===== config.mk =====
export PLATFORM = sky130hd
export DESIGN_NAME = cosim_top
export DESIGN_NICKNAME = d
export VERILOG_FILES = /design/src/design/cosim_pkg.sv /design/src/design/addr_xlate.sv /design/src/design/commit_capture.sv /design/src/design/cosim_top.sv /design/src/design/host_csr.sv /design/src/design/trace_fifo.sv /design/src/design/trace_serializer.sv
export SDC_FILE = /design/constraint.sdc
export NUM_CORES = 2
export LEC_CHECK = 0
export BUFFER_PORTS_ARGS = -buffer_cell sky130_fd_sc_hd__buf_2
export CELL_PAD_IN_SITES_DETAIL_PLACEMENT = 1
export CELL_PAD_IN_SITES_GLOBAL_PLACEMENT = 1
export CORE_AREA = 5 5 605 607
export CTS_CLUSTER_DIAMETER = 100
export DETAILED_ROUTE_END_ITERATION = 7
export DIE_AREA = 0 0 610 612
export PLACE_DENSITY = 0.81
export SYNTH_ARGS = -nofsm -noshare
export SYNTH_HDL_FRONTEND = slang
export SYNTH_HIERARCHICAL = 1
export SYNTH_SLANG_ARGS = --single-unit

===== constraint.sdc =====
create_clock -name s01_axi_aclk -period 20.2 [get_ports s01_axi_aclk]
set_input_delay 2.02 -clock s01_axi_aclk [delete_from_list [all_inputs] [get_ports s01_axi_aclk]]
set_output_delay 2.02 -clock s01_axi_aclk [all_outputs]
set_load 0.02 [all_outputs]

===== src/design/cosim_pkg.sv =====
package cosim_pkg;

  localparam int VADDR_W     = 39;
  localparam int DWORD_W     = 64;
  localparam int WORD_W      = 32;
  localparam int INSTR_W     = 32;
  localparam int HOST_ADDR_W = 30;
  localparam int CORE_ADDR_W = 32;

  // core DRAM starts here, stripped by xor before adding the host base
  localparam logic [CORE_ADDR_W-1:0] DRAM_OFFSET = 32'h8000_0000;

  // what the core shows on its probe port in one cycle
  typedef struct packed {
    logic               instret;
    logic               exception;
    logic               interrupt;
    logic               debug_mode;
    logic [VADDR_W-1:0] pc;
    logic [INSTR_W-1:0] instr;
    logic               irf_w_v;
    logic               frf_w_v;
    logic               cache_req_v;
    logic               priv_m;
    logic [DWORD_W-1:0] mcause;
    logic [DWORD_W-1:0] scause;
    logic [VADDR_W-1:0] mepc;
    logic [VADDR_W-1:0] sepc;
    logic [DWORD_W-1:0] mstatus;
  } commit_probe_t;

  // one buffered commit record
  typedef struct packed {
    logic               debug;
    logic               instret;
    logic               trap;
    logic [VADDR_W-1:0] pc;
    logic [INSTR_W-1:0] instr;
    logic               ird_w_v;
    logic               frd_w_v;
    logic               req_v;
    logic [DWORD_W-1:0] cause;
    logic [VADDR_W-1:0] epc;
    logic [DWORD_W-1:0] mstatus;
  } commit_rec_t;

  typedef enum logic [1:0] {
    CSR_CTRL      = 2'd0,
    CSR_GATE_EN   = 2'd1,
    CSR_DRAM_BASE = 2'd2,
    CSR_STATUS    = 2'd3
  } csr_idx_e;

  // one state per trace word
  typedef enum logic [3:0] {
    IDLE,
    INSTR,
    META,
    PC_LO,
    PC_HI,
    MSTATUS_LO,
    MSTATUS_HI,
    CAUSE_LO,
    CAUSE_HI,
    EPC_LO,
    EPC_HI
  } trace_sel_e;

endpackage


===== src/design/addr_xlate.sv =====
`timescale 1ns/1ps

module addr_xlate
  import cosim_pkg::*;
#(
  parameter logic [CORE_ADDR_W-1:0] DRAM_LIMIT = 32'd125829120
)
(
  input  logic [HOST_ADDR_W-1:0] host_addr_i,
  output logic [CORE_ADDR_W-1:0] core_addr_o,
  input  logic [CORE_ADDR_W-1:0] dram_addr_i,
  input  logic [WORD_W-1:0]      dram_base_i,
  output logic [CORE_ADDR_W-1:0] dram_addr_o,
  output logic                   dram_range_err_o
);

  logic [CORE_ADDR_W-1:0] dram_off;

  // host window 0x0xxx_xxxx maps to core DRAM, 0x2xxx_xxxx to the low core space
  assign core_addr_o = {~host_addr_i[HOST_ADDR_W-1], 3'b000, host_addr_i[27:0]};

  // core DRAM offset rebased onto the buffer the host allocated
  assign dram_off         = dram_addr_i ^ DRAM_OFFSET;
  assign dram_addr_o      = dram_off + dram_base_i;
  assign dram_range_err_o = (dram_off >= DRAM_LIMIT);

endmodule


===== src/design/commit_capture.sv =====
`timescale 1ns/1ps

module commit_capture
  import cosim_pkg::*;
(
  input  logic          s01_axi_aclk,
  input  logic          rst_n_i,
  input  commit_probe_t probe_i,
  input  logic          full_i,
  output commit_rec_t   rec_o,
  output logic          rec_v_o,
  output logic          instret_o
);

  commit_probe_t probe_r;
  logic          trap_v;
  logic          rec_v;

  // one stage between the core and the trace path
  always_ff @(posedge s01_axi_aclk or negedge rst_n_i)
  begin
    if (!rst_n_i)
    begin
      probe_r <= '0;
    end
    else
    begin
      probe_r <= probe_i;
    end
  end

  assign trap_v = probe_r.exception | probe_r.interrupt;
  assign rec_v  = probe_r.instret | trap_v;

  always_comb
  begin
    rec_o.debug   = probe_r.debug_mode;
    rec_o.instret = probe_r.instret;
    rec_o.trap    = trap_v;
    rec_o.pc      = probe_r.pc;
    rec_o.instr   = probe_r.instr;
    // write and request flags only mean something on a retired instruction
    rec_o.ird_w_v = probe_r.irf_w_v & probe_r.instret;
    rec_o.frd_w_v = probe_r.frf_w_v & probe_r.instret;
    rec_o.req_v   = probe_r.cache_req_v & probe_r.instret;
    rec_o.mstatus = probe_r.mstatus;
    if (probe_r.priv_m)
    begin
      rec_o.cause = probe_r.mcause;
      rec_o.epc   = probe_r.mepc;
    end
    else
    begin
      rec_o.cause = probe_r.scause;
      rec_o.epc   = probe_r.sepc;
    end
  end

  // record is lost when the buffer is full, the gate keeps this from happening
  assign rec_v_o   = rec_v & ~full_i;
  assign instret_o = probe_r.instret;

endmodule


===== src/design/cosim_top.sv =====
`timescale 1ns/1ps

module cosim_top
  import cosim_pkg::*;
#(
  parameter int                     FIFO_DEPTH    = 16,
  parameter int                     GATE_HEADROOM = 2,
  parameter logic [CORE_ADDR_W-1:0] DRAM_LIMIT    = 32'd125829120
)
(
  input  logic                   s01_axi_aclk,
  input  logic                   rst_n_i,
  input  commit_probe_t          probe_i,
  input  logic                   csr_we_i,
  input  csr_idx_e               csr_waddr_i,
  input  csr_idx_e               csr_raddr_i,
  input  logic [WORD_W-1:0]      csr_wdata_i,
  output logic [WORD_W-1:0]      csr_rdata_o,
  output logic [WORD_W-1:0]      trace_word_o,
  output logic                   trace_v_o,
  input  logic                   trace_ready_i,
  output logic                   gate_o,
  output logic                   core_reset_o,
  input  logic [HOST_ADDR_W-1:0] host_addr_i,
  output logic [CORE_ADDR_W-1:0] core_addr_o,
  input  logic [CORE_ADDR_W-1:0] dram_addr_i,
  output logic [CORE_ADDR_W-1:0] dram_addr_o,
  output logic                   dram_range_err_o
);

  localparam int FREE_W = $clog2(FIFO_DEPTH) + 1;

  commit_rec_t       cap_rec;
  logic              cap_rec_v;
  logic              instret_pulse;
  commit_rec_t       head_rec;
  logic              head_v;
  logic              head_pop;
  logic              fifo_full;
  logic [FREE_W-1:0] fifo_free;
  logic [WORD_W-1:0] dram_base;

  commit_capture u_capture (
    .s01_axi_aclk (s01_axi_aclk),
    .rst_n_i      (rst_n_i),
    .probe_i      (probe_i),
    .full_i       (fifo_full),
    .rec_o        (cap_rec),
    .rec_v_o      (cap_rec_v),
    .instret_o    (instret_pulse)
  );

  trace_fifo #(.FIFO_DEPTH(FIFO_DEPTH)) u_fifo (
    .s01_axi_aclk (s01_axi_aclk),
    .rst_n_i      (rst_n_i),
    .push_i       (cap_rec_v),
    .rec_i        (cap_rec),
    .pop_i        (head_pop),
    .rec_o        (head_rec),
    .rec_v_o      (head_v),
    .full_o       (fifo_full),
    .free_o       (fifo_free)
  );

  trace_serializer u_serializer (
    .s01_axi_aclk  (s01_axi_aclk),
    .rst_n_i       (rst_n_i),
    .rec_i         (head_rec),
    .rec_v_i       (head_v),
    .pop_o         (head_pop),
    .trace_word_o  (trace_word_o),
    .trace_v_o     (trace_v_o),
    .trace_ready_i (trace_ready_i)
  );

  host_csr #(.FIFO_DEPTH(FIFO_DEPTH), .GATE_HEADROOM(GATE_HEADROOM)) u_csr (
    .s01_axi_aclk (s01_axi_aclk),
    .rst_n_i      (rst_n_i),
    .csr_we_i     (csr_we_i),
    .csr_waddr_i  (csr_waddr_i),
    .csr_wdata_i  (csr_wdata_i),
    .csr_raddr_i  (csr_raddr_i),
    .csr_rdata_o  (csr_rdata_o),
    .free_i       (fifo_free),
    .instret_i    (instret_pulse),
    .dram_base_o  (dram_base),
    .core_reset_o (core_reset_o),
    .gate_o       (gate_o)
  );

  addr_xlate #(.DRAM_LIMIT(DRAM_LIMIT)) u_xlate (
    .host_addr_i      (host_addr_i),
    .core_addr_o      (core_addr_o),
    .dram_addr_i      (dram_addr_i),
    .dram_base_i      (dram_base),
    .dram_addr_o      (dram_addr_o),
    .dram_range_err_o (dram_range_err_o)
  );

endmodule


===== src/design/host_csr.sv =====
`timescale 1ns/1ps

module host_csr
  import cosim_pkg::*;
#(
  parameter int FIFO_DEPTH    = 16,
  parameter int GATE_HEADROOM = 2
)
(
  input  logic                        s01_axi_aclk,
  input  logic                        rst_n_i,
  input  logic                        csr_we_i,
  input  csr_idx_e                    csr_waddr_i,
  input  logic [WORD_W-1:0]           csr_wdata_i,
  input  csr_idx_e                    csr_raddr_i,
  output logic [WORD_W-1:0]           csr_rdata_o,
  input  logic [$clog2(FIFO_DEPTH):0] free_i,
  input  logic                        instret_i,
  output logic [WORD_W-1:0]           dram_base_o,
  output logic                        core_reset_o,
  output logic                        gate_o
);

  localparam int FREE_W = $clog2(FIFO_DEPTH) + 1;
  localparam logic [FREE_W-1:0] EMPTY_FREE = FREE_W'(FIFO_DEPTH);
  localparam logic [FREE_W-1:0] HEADROOM   = FREE_W'(GATE_HEADROOM);

  logic [WORD_W-1:0] ctrl_r;
  logic [WORD_W-1:0] gate_en_r;
  logic [WORD_W-1:0] dram_base_r;
  logic [WORD_W-2:0] instret_cnt_r;
  logic              gate_r;

  always_ff @(posedge s01_axi_aclk or negedge rst_n_i)
  begin
    if (!rst_n_i)
    begin
      ctrl_r      <= '0;
      gate_en_r   <= '0;
      dram_base_r <= '0;
    end
    else if (csr_we_i)
    begin
      // status is read only
      case (csr_waddr_i)
        CSR_CTRL:      ctrl_r      <= csr_wdata_i;
        CSR_GATE_EN:   gate_en_r   <= csr_wdata_i;
        CSR_DRAM_BASE: dram_base_r <= csr_wdata_i;
        default:       ;
      endcase
    end
  end

  always_ff @(posedge s01_axi_aclk or negedge rst_n_i)
  begin
    if (!rst_n_i)
      instret_cnt_r <= '0;
    else if (core_reset_o)
      instret_cnt_r <= '0;
    else if (instret_i)
      instret_cnt_r <= instret_cnt_r + 1'b1;
  end

  // stall the core near full, release once the buffer has drained
  always_ff @(posedge s01_axi_aclk or negedge rst_n_i)
  begin
    if (!rst_n_i)
      gate_r <= 1'b0;
    else if (!gate_r && (free_i <= HEADROOM) && gate_en_r[0])
      gate_r <= 1'b1;
    else if (gate_r && ((free_i == EMPTY_FREE) || !gate_en_r[0]))
      gate_r <= 1'b0;
  end

  always_comb
  begin
    case (csr_raddr_i)
      CSR_CTRL:      csr_rdata_o = ctrl_r;
      CSR_GATE_EN:   csr_rdata_o = gate_en_r;
      CSR_DRAM_BASE: csr_rdata_o = dram_base_r;
      default:       csr_rdata_o = {gate_r, instret_cnt_r};
    endcase
  end

  assign dram_base_o  = dram_base_r;
  assign core_reset_o = ~ctrl_r[0];
  assign gate_o       = gate_r;

endmodule


===== src/design/trace_fifo.sv =====
`timescale 1ns/1ps

module trace_fifo
  import cosim_pkg::*;
#(
  parameter int FIFO_DEPTH = 16
)
(
  input  logic                          s01_axi_aclk,
  input  logic                          rst_n_i,
  input  logic                          push_i,
  input  commit_rec_t                   rec_i,
  input  logic                          pop_i,
  output commit_rec_t                   rec_o,
  output logic                          rec_v_o,
  output logic                          full_o,
  output logic [$clog2(FIFO_DEPTH):0]   free_o
);

  localparam int PTR_W = $clog2(FIFO_DEPTH);
  localparam logic [PTR_W:0] DEPTH_CNT = (PTR_W+1)'(FIFO_DEPTH);

  commit_rec_t      mem [FIFO_DEPTH];
  logic [PTR_W-1:0] wr_ptr_r;
  logic [PTR_W-1:0] rd_ptr_r;
  logic [PTR_W:0]   count_r;
  logic             do_push;
  logic             do_pop;

  assign full_o  = (count_r == DEPTH_CNT);
  assign rec_v_o = (count_r != '0);
  assign do_push = push_i & ~full_o;
  assign do_pop  = pop_i & rec_v_o;

  always_ff @(posedge s01_axi_aclk)
  begin
    if (do_push)
    begin
      mem[wr_ptr_r] <= rec_i;
    end
  end

  // pointers wrap on their own since the depth is a power of two
  always_ff @(posedge s01_axi_aclk or negedge rst_n_i)
  begin
    if (!rst_n_i)
    begin
      wr_ptr_r <= '0;
      rd_ptr_r <= '0;
      count_r  <= '0;
    end
    else
    begin
      if (do_push)
        wr_ptr_r <= wr_ptr_r + 1'b1;
      if (do_pop)
        rd_ptr_r <= rd_ptr_r + 1'b1;
      if (do_push && !do_pop)
        count_r <= count_r + 1'b1;
      else if (!do_push && do_pop)
        count_r <= count_r - 1'b1;
    end
  end

  assign rec_o  = mem[rd_ptr_r];
  assign free_o = DEPTH_CNT - count_r;

endmodule


===== src/design/trace_serializer.sv =====
`timescale 1ns/1ps

module trace_serializer
  import cosim_pkg::*;
(
  input  logic              s01_axi_aclk,
  input  logic              rst_n_i,
  input  commit_rec_t       rec_i,
  input  logic              rec_v_i,
  output logic              pop_o,
  output logic [WORD_W-1:0] trace_word_o,
  output logic              trace_v_o,
  input  logic              trace_ready_i
);

  trace_sel_e         state_r;
  trace_sel_e         state_n;
  trace_sel_e         step_sel;
  commit_rec_t        cur_r;
  logic               xfer;
  logic [DWORD_W-1:0] pc_sx;
  logic [DWORD_W-1:0] epc_sx;
  logic [WORD_W-1:0]  meta;

  assign pop_o     = (state_r == IDLE) & rec_v_i;
  assign trace_v_o = (state_r != IDLE);
  assign xfer      = trace_v_o & trace_ready_i;

  always_ff @(posedge s01_axi_aclk)
  begin
    if (pop_o)
      cur_r <= rec_i;
  end

  // word that follows the current one
  always_comb
  begin
    unique case (state_r)
      INSTR:      step_sel = META;
      META:       step_sel = PC_LO;
      PC_LO:      step_sel = PC_HI;
      PC_HI:      step_sel = MSTATUS_LO;
      MSTATUS_LO: step_sel = MSTATUS_HI;
      MSTATUS_HI: step_sel = cur_r.trap ? CAUSE_LO : IDLE;
      CAUSE_LO:   step_sel = CAUSE_HI;
      CAUSE_HI:   step_sel = EPC_LO;
      EPC_LO:     step_sel = EPC_HI;
      default:    step_sel = IDLE;
    endcase
  end

  always_comb
  begin
    state_n = state_r;
    if (pop_o)
    begin
      // debug-mode records are dropped without output
      if (rec_i.debug)
        state_n = IDLE;
      else if (rec_i.instret)
        state_n = INSTR;
      else if (rec_i.trap)
        state_n = CAUSE_LO;
    end
    else if (xfer)
    begin
      state_n = step_sel;
    end
  end

  always_ff @(posedge s01_axi_aclk or negedge rst_n_i)
  begin
    if (!rst_n_i)
      state_r <= IDLE;
    else
      state_r <= state_n;
  end

  assign pc_sx  = {{(DWORD_W-VADDR_W){cur_r.pc[VADDR_W-1]}}, cur_r.pc};
  assign epc_sx = {{(DWORD_W-VADDR_W){cur_r.epc[VADDR_W-1]}}, cur_r.epc};
  // rd field, then request and write flags
  assign meta   = {{(WORD_W-8){1'b0}}, cur_r.instr[11:7], cur_r.req_v,
                   cur_r.frd_w_v, cur_r.ird_w_v};

  always_comb
  begin
    unique case (state_r)
      INSTR:      trace_word_o = cur_r.instr;
      META:       trace_word_o = meta;
      PC_LO:      trace_word_o = pc_sx[WORD_W-1:0];
      PC_HI:      trace_word_o = pc_sx[DWORD_W-1:WORD_W];
      MSTATUS_LO: trace_word_o = cur_r.mstatus[WORD_W-1:0];
      MSTATUS_HI: trace_word_o = cur_r.mstatus[DWORD_W-1:WORD_W];
      CAUSE_LO:   trace_word_o = cur_r.cause[WORD_W-1:0];
      CAUSE_HI:   trace_word_o = cur_r.cause[DWORD_W-1:WORD_W];
      EPC_LO:     trace_word_o = epc_sx[WORD_W-1:0];
      EPC_HI:     trace_word_o = epc_sx[DWORD_W-1:WORD_W];
      default:    trace_word_o = '0;
    endcase
  end

endmodule


# --- Word level (Yosys, flattened, before mapping) ---
# Memory sizes are Yosys's and may differ from the RTL's.
# Cells that the tools add are included.
totals:
  regBits: 736
  latch_bits: 0
  word_cells: 115
  memories: 1
  romBits: 0
  inputBits: 451
  output_inout_bits: 132
  mem_bits_rw: 3904
classes:
  addsub: 7
  mux: 18
  div: 0
  shift: 0
  reduce_logical: 22
  mul: 0
  bitwise_logic: 14
  magnitude_cmp: 2
  n_eq_ne: 18
memory_table:
  columns: ["memory", "depth", "word_bits", "read_ports", "rd_clocked_by_memory_dff", "wr", "line_no", "source"]
  rows:
  - ["u_fifo.mem", 16, 244, 1, 0, 1, "trace_fifo.sv:23", "commit_rec_t mem [FIFO_DEPTH];"]
op_table:
  columns: ["cell", "n"]
  rows:
  - ["$pmux 32 s10", 1]
  - ["$mux 103", 1]
  - ["$pmux 32 s3", 1]
  - ["$mux 31", 2]
  - ["$pmux 4 s9", 1]
  - ["$add 32x32->32", 1]
  - ["$ge 32x27->1 const B", 1]
  - ["$add 31x1->31 const B", 1]
  - ["$mux 4", 5]
  - ["$eq 4x3->1 const B", 4]
  - ["$eq 4x4->1 const B", 3]
  - ["$eq 5x5->1 const B", 2]
  - ["$mux 5", 2]
  - ["$add 4x1->4 const B", 2]
  - ["$and 1x1->1", 8]
  - ["$eq 4x2->1 const B", 2]
  - ["$reduce_and 2->1", 4]
  - ["$reduce_bool 2->1", 3]
  - ["$add 5x1->5 const B", 1]
  - ["$le 5x2->1 const B", 1]
  - ["$logic_and 1x1->1", 5]
  - ["$reduce_bool 5->1", 1]
  - ["$sub 5x1->5 const B", 1]
  - ["$sub 5x5->5 const A", 1]
  - ["14 further kinds", 27]

# --- Depth between registers and ports, before layout ---
logic_depth:
  depth_word: 8
  ltp_mapped: 16
  mapped_depth_nobuf: 16

# --- Hierarchy ---
# Netlist, hierarchy kept.
modules_own_cells:
  columns: ["mod", "n_inst", "cells_each", "seq_area_each_um2", "area_per_inst_um2"]
  rows:
  - ["trace_fifo", 1, 6045, 117557.7, 146181.4]
  - ["commit_capture", 1, 607, 8733.4, 11064.4]
  - ["trace_serializer", 1, 550, 7367.1, 9683.0]
  - ["host_csr", 1, 441, 3203.1, 6187.2]
  - ["addr_xlate", 1, 291, 0.0, 2120.8]

# --- Worst setup path before layout ---
# OpenSTA, ideal clock, no wires.
synth_path:
  path_kind: "reg-to-reg"
  from: "reg u_fifo.count_r[0]"
  to: "mem u_fifo/mem[3][0] (netlist name), enable pin"
  stages_incl_launch_ff: 10
  slack_ns: 0.937
  setup_time_ns: 1.147
  period_less_slack_ns: 19.263
  t_arrival_ns: 18.116
  path_cell_list: "dfrtp_1 -> inv_1 -> ha_1 -> nor3b_1 -> ha_1 -> nor2_1 -> nor2b_1 -> clkbuf_1 -> nand2_1 -> nor3_1"
synth_via:
  elab_chain_len: 6
synth_rtl:
  columns: ["element", "line_no", "source"]
  rows:
  - ["start, declared", "trace_fifo.sv:26", "logic [PTR_W:0] count_r;"]
  - ["start signal, assigned", "trace_fifo.sv:59", "count_r <= count_r + 1'b1;"]
  - ["start signal, assigned", "trace_fifo.sv:61", "count_r <= count_r - 1'b1;"]
  - ["$eq 5x5->1", "trace_fifo.sv:30", "assign full_o = (count_r == DEPTH_CNT);"]
  - ["named net fifo_full", "cosim_top.sv:39", "logic fifo_full;"]
  - ["$not 1->1", "commit_capture.sv:60", "assign rec_v_o = rec_v & ~full_i;"]
  - ["$and 1x1->1", "commit_capture.sv:60", null]
  - ["named net cap_rec_v", "cosim_top.sv:34", "logic cap_rec_v;"]
  - ["$and 1x1->1", "trace_fifo.sv:32", "assign do_push = push_i & ~full_o;"]
  - ["named net u_fifo.do_push", "trace_fifo.sv:27", "logic do_push;"]
  - ["$mux 1", "trace_fifo.sv:37", "if (do_push)"]
  - ["$mux 1 (implied by the code)", "trace_fifo.sv:39", "mem[wr_ptr_r] <= rec_i;"]
  - ["end, declared", "trace_fifo.sv:23", null]
# The timed path passes the listed nets, and every way through them passes these cells.

# --- Final worst setup path ---
layout_path:
  from: "reg u_serializer.state_r[2]"
  to: "out trace_word_o[18]"
layout_via:
  elab_chain_len: 2
  word_cells_on_any_way: 11
layout_rtl:
  columns: ["element", "line_no", "source"]
  rows:
  - ["start, declared", "trace_serializer.sv:16", "trace_sel_e state_r;"]
  - ["start signal, assigned", "trace_serializer.sv:76", "state_r <= state_n;"]
  - ["$eq 4x4->1, or another cell as far along", "trace_serializer.sv:87", "unique case (state_r)"]
  - ["$pmux 32 s10 *", "trace_serializer.sv:87", null]
  - ["end, declared", "cosim_top.sv:19", "output logic [WORD_W-1:0] trace_word_o,"]
# Every way passes the cells marked *; elsewhere a longest branch is shown, timed or not.

==> impl_metrics.csv <==
group,metric,value,unit
timing,setup_viol,0,
drt,wl_met1,179000,µm
die,ios,583,
clocking,post_cts_buffers,0,
clocking,cts_tree,"done",
clocking,cts_hold_buf,0,
critical_path,startpoint_type,"flop",
drt,drt-initial-drc-count,15500,
cells_and_area,area_growth,12.7,%
synth,synth_edf_count,4146,
drt,ant_nets,0,
critical_path,worst-setup-path-type,"reg2out",
drt,drt_wl_total,554000,µm
cells_and_area,drive_above_1_share,29.7,%
drt,topRoutingLayerUsed,"met5",
timing,fin_crit_sh,40.0,%
critical_path,cp-end-kind,"output port",
cells_and_area,fillers,31000,
synth,async_flop_share,10.6,%
job,maxCapViolCount,2,
timing,skew,0.0993,ns
synth,synth_area,175000,µm²
synth,syn_area_per_cell,22.1,µm²
pwr,p_int,20200,µW
timing,max-slew-margin-rel,-9.17,%
cells_and_area,fin_nets,8972,
pwr,peakVddDrop,156,µV
pwr,power_frac_comb,28.1,%
place,gp_congestion,0.873,
synth,ys_ff_latch,4640,
min_path,hold_path_class,"reg2reg",
die,die_area,373000,µm²
global_route,grt_pass1_vias,95100,
place,io_buffers,522,
die,initial_core_util,48.6,%
global_route,grt_max_degree,160,
drt,drc,0,
pwr,total_power,30500,µW
synth,synth_adder_area_share,0.344,%
clocking,cts_resized,0,
pwr,swShare,33.9,%
run_status,status,"complete, but fails checks",
clocking,cts.sinks,4640,
synth,synth_compound_area_share,3.24,%
cells_and_area,multi_input_area,35200,µm²
synth,synth-xor-area-share,0.230,%
synth,synthMuxAreaShare,14.6,%
synth,synth_area_leader_cell,"edfxtp_1",
synth,synthSimpleGateAreaFrac,1.56,%
global_route,grt_pass1_wl,738000,µm
place,hpwl,273000,µm
global_route,antenna_found_initial,56,
clocking,cts_root_buf,"clkbuf_16",
cells_and_area,seq_area,137000,µm²
drt,wl_met2,266000,µm
timing,period_needed,8.08,ns
clocking,cts_htree_levels,5,
synth,yosys_warnings,6,
critical_path,worstPathMaxFanout,39,
die,core_area,361000,µm²
timing,slew_viol_final,4,
pwr,p_seq_share,43.2,%
pwr,power_switching,10400,µW
timing,worstMarginPinSlew,1.59,ns
die,row_count,221,
timing,max_freq,124,MHz
clocking,cts_buffer_depth,4,
synth,synth_top_area_share,71.0,%
synth,seq_area_frac_synth,78.1,%
critical_path,crit_required,18.18,ns
timing,hold_violations,0,
clocking,cts-buffers-inserted,444,
synth,synth_area_leaders,"edfxtp_1 (71%), mux4_2 (13%), dfrtp_1 (7.1%)",
clocking,cts.clk_slew.worst_paths,0.07,ns
clocking,insertion_delay,1.02,ns
run_status,failed_checks,"capacitance limit, slew limit",
drt,vias,92200,
drt,avgRoutedWirePerCell,40.1,µm
synth,synth.most_common_cell,"edfxtp_1",
synth,synth_top_family_by_area,"multiplexers",
synth,syn_inst,7934,
drt,vias_per_cell,6.68,
global_route,grt_usage,27.7,%
die,die_y,612,µm
pwr,power_density,155,nW/µm²
global_route,grt-ovfl-total,0,
drt,met3_length,69800,µm
pwr,leakage,0.0646,µW
critical_path,crit_arrival,6.06,ns
synth,ys_types,94,
drt,firstDrtPassIters,6,
die,die_width,610,µm
synth,synthFlopType,"edfxtp_1",
timing,rsz0062_at_grt,"no",
timing,finalSetupTns,0,ns
pwr,pwr-share-clk,28.7,%
synth,synth_common_cells,"edfxtp_1 (4146), mux4_2 (1016), a22oi_1 (525)",
kinds of logic after synthesis:
kind of cell    count (synthesis)
compound gates                767
xor+xnor                       46
fa+ha+maj                      47
buf+inv                       609
flops                        4640
mux                          1258
other cells                     1
simple gates                  566
path summary, 6_finish.rpt:
path,startpoint,to,slack [ns],depth (start not counted)
min in group asynchronous,rst_n_i,u_capture/probe_r[176],1.05,1
worst max register to register,u_fifo/rd_ptr_r[0],u_serializer/cur_r[228],14.15,7
worst max-delay path,u_serializer/state_r[2],trace_word_o[18],12.12,6
worst min-delay path,u_csr/gate_en_r[23],u_csr/gate_en_r[23],0.50,1
max in group asynchronous,rst_n_i,u_capture/probe_r[96],16.86,3
worst min register to register,u_csr/gate_en_r[23],u_csr/gate_en_r[23],0.50,1
stage by stage:
step           worst slack (ns)  instances  util (%)  hold WS [ns]  instance area, µm²
2_1_floorplan             0.937       7936         -         0.470              175000
3_3_place_gp              13.48      12800      50.6         0.480              182000
3_5_place_dp              13.47      12800      50.6         0.494              182000
4_1_cts                   12.79      13700      54.7         0.505              197000
5_1_grt                   12.46      13800      54.7         0.520              197000
6_report                  12.12      13800      54.8         0.504              197000
cell usage in the layout, fill, tap and decap left out, types with 26 or more instances in the layout:
master / instances
a21oi_1: 47
a22oi_1: 525
buf_12: 26
buf_2: 521
buf_4: 130
bufinv_16: 46
clkbuf_1: 90
clkbuf_16: 446
clkbuf_8: 35
clkinv_1: 85
clkinv_2: 77
dfrtp_1: 486
diode_2: 141
edfxtp_1: 4146
ha_1: 45
mux2_2: 205
mux2i_1: 35
mux4_2: 1016
nand2_1: 316
nor2_1: 48
o21ai_0: 36
routing by layer:
metal	vias up	GRT usage [%]
li1	34100	-
met1	47900	35.2
met2	8467	44.7
met3	1614	6.43
met4	50	15.0
met5	-	0
critical path, cell delays in order, from the launching register on:
cell,delay (ns)
dfrtp_4,0.93
buf_4,0.60
mux2i_1,1.33
nor3_1,0.16
a2111oi_0,0.93
o21ai_1,0.65
buf_2,0.35
state kept, by name (all words and copies together), names as in the netlist, 31 cells and up:
name                 cells
u_fifo/mem            3904
u_capture/rec_o        136
u_csr/gate_en_r         32
u_csr/instret_cnt_r     31
u_capture/probe_r      212
u_csr/ctrl_r            32
u_csr/dram_base_o       32
u_serializer/cur_r     242
power by group through the flow:
stage / Clock [µW] / Sequential [µW] / Combinational [µW]
final: 8760 / 13200 / 8590
after global routing: 9320 / 13200 / 8730
after CTS: 8650 / 13100 / 8290
after detailed placement: 0 / 13200 / 8060
after global placement: 0 / 13000 / 7800
after floorplan: 0 / 13400 / 5250
final cells by class:
class                      instances  area share [%]
clock buffer                     571            6.07
antenna                          141           0.179
timing repair buffer             678            2.09
tap                             4794            3.04
sequential                      4640            69.3
clock inverter                   264            1.41
multi-input combinational       2687            17.8
inverter                          23          0.0475
No activity file was read; power rests on OpenSTA's default activity.
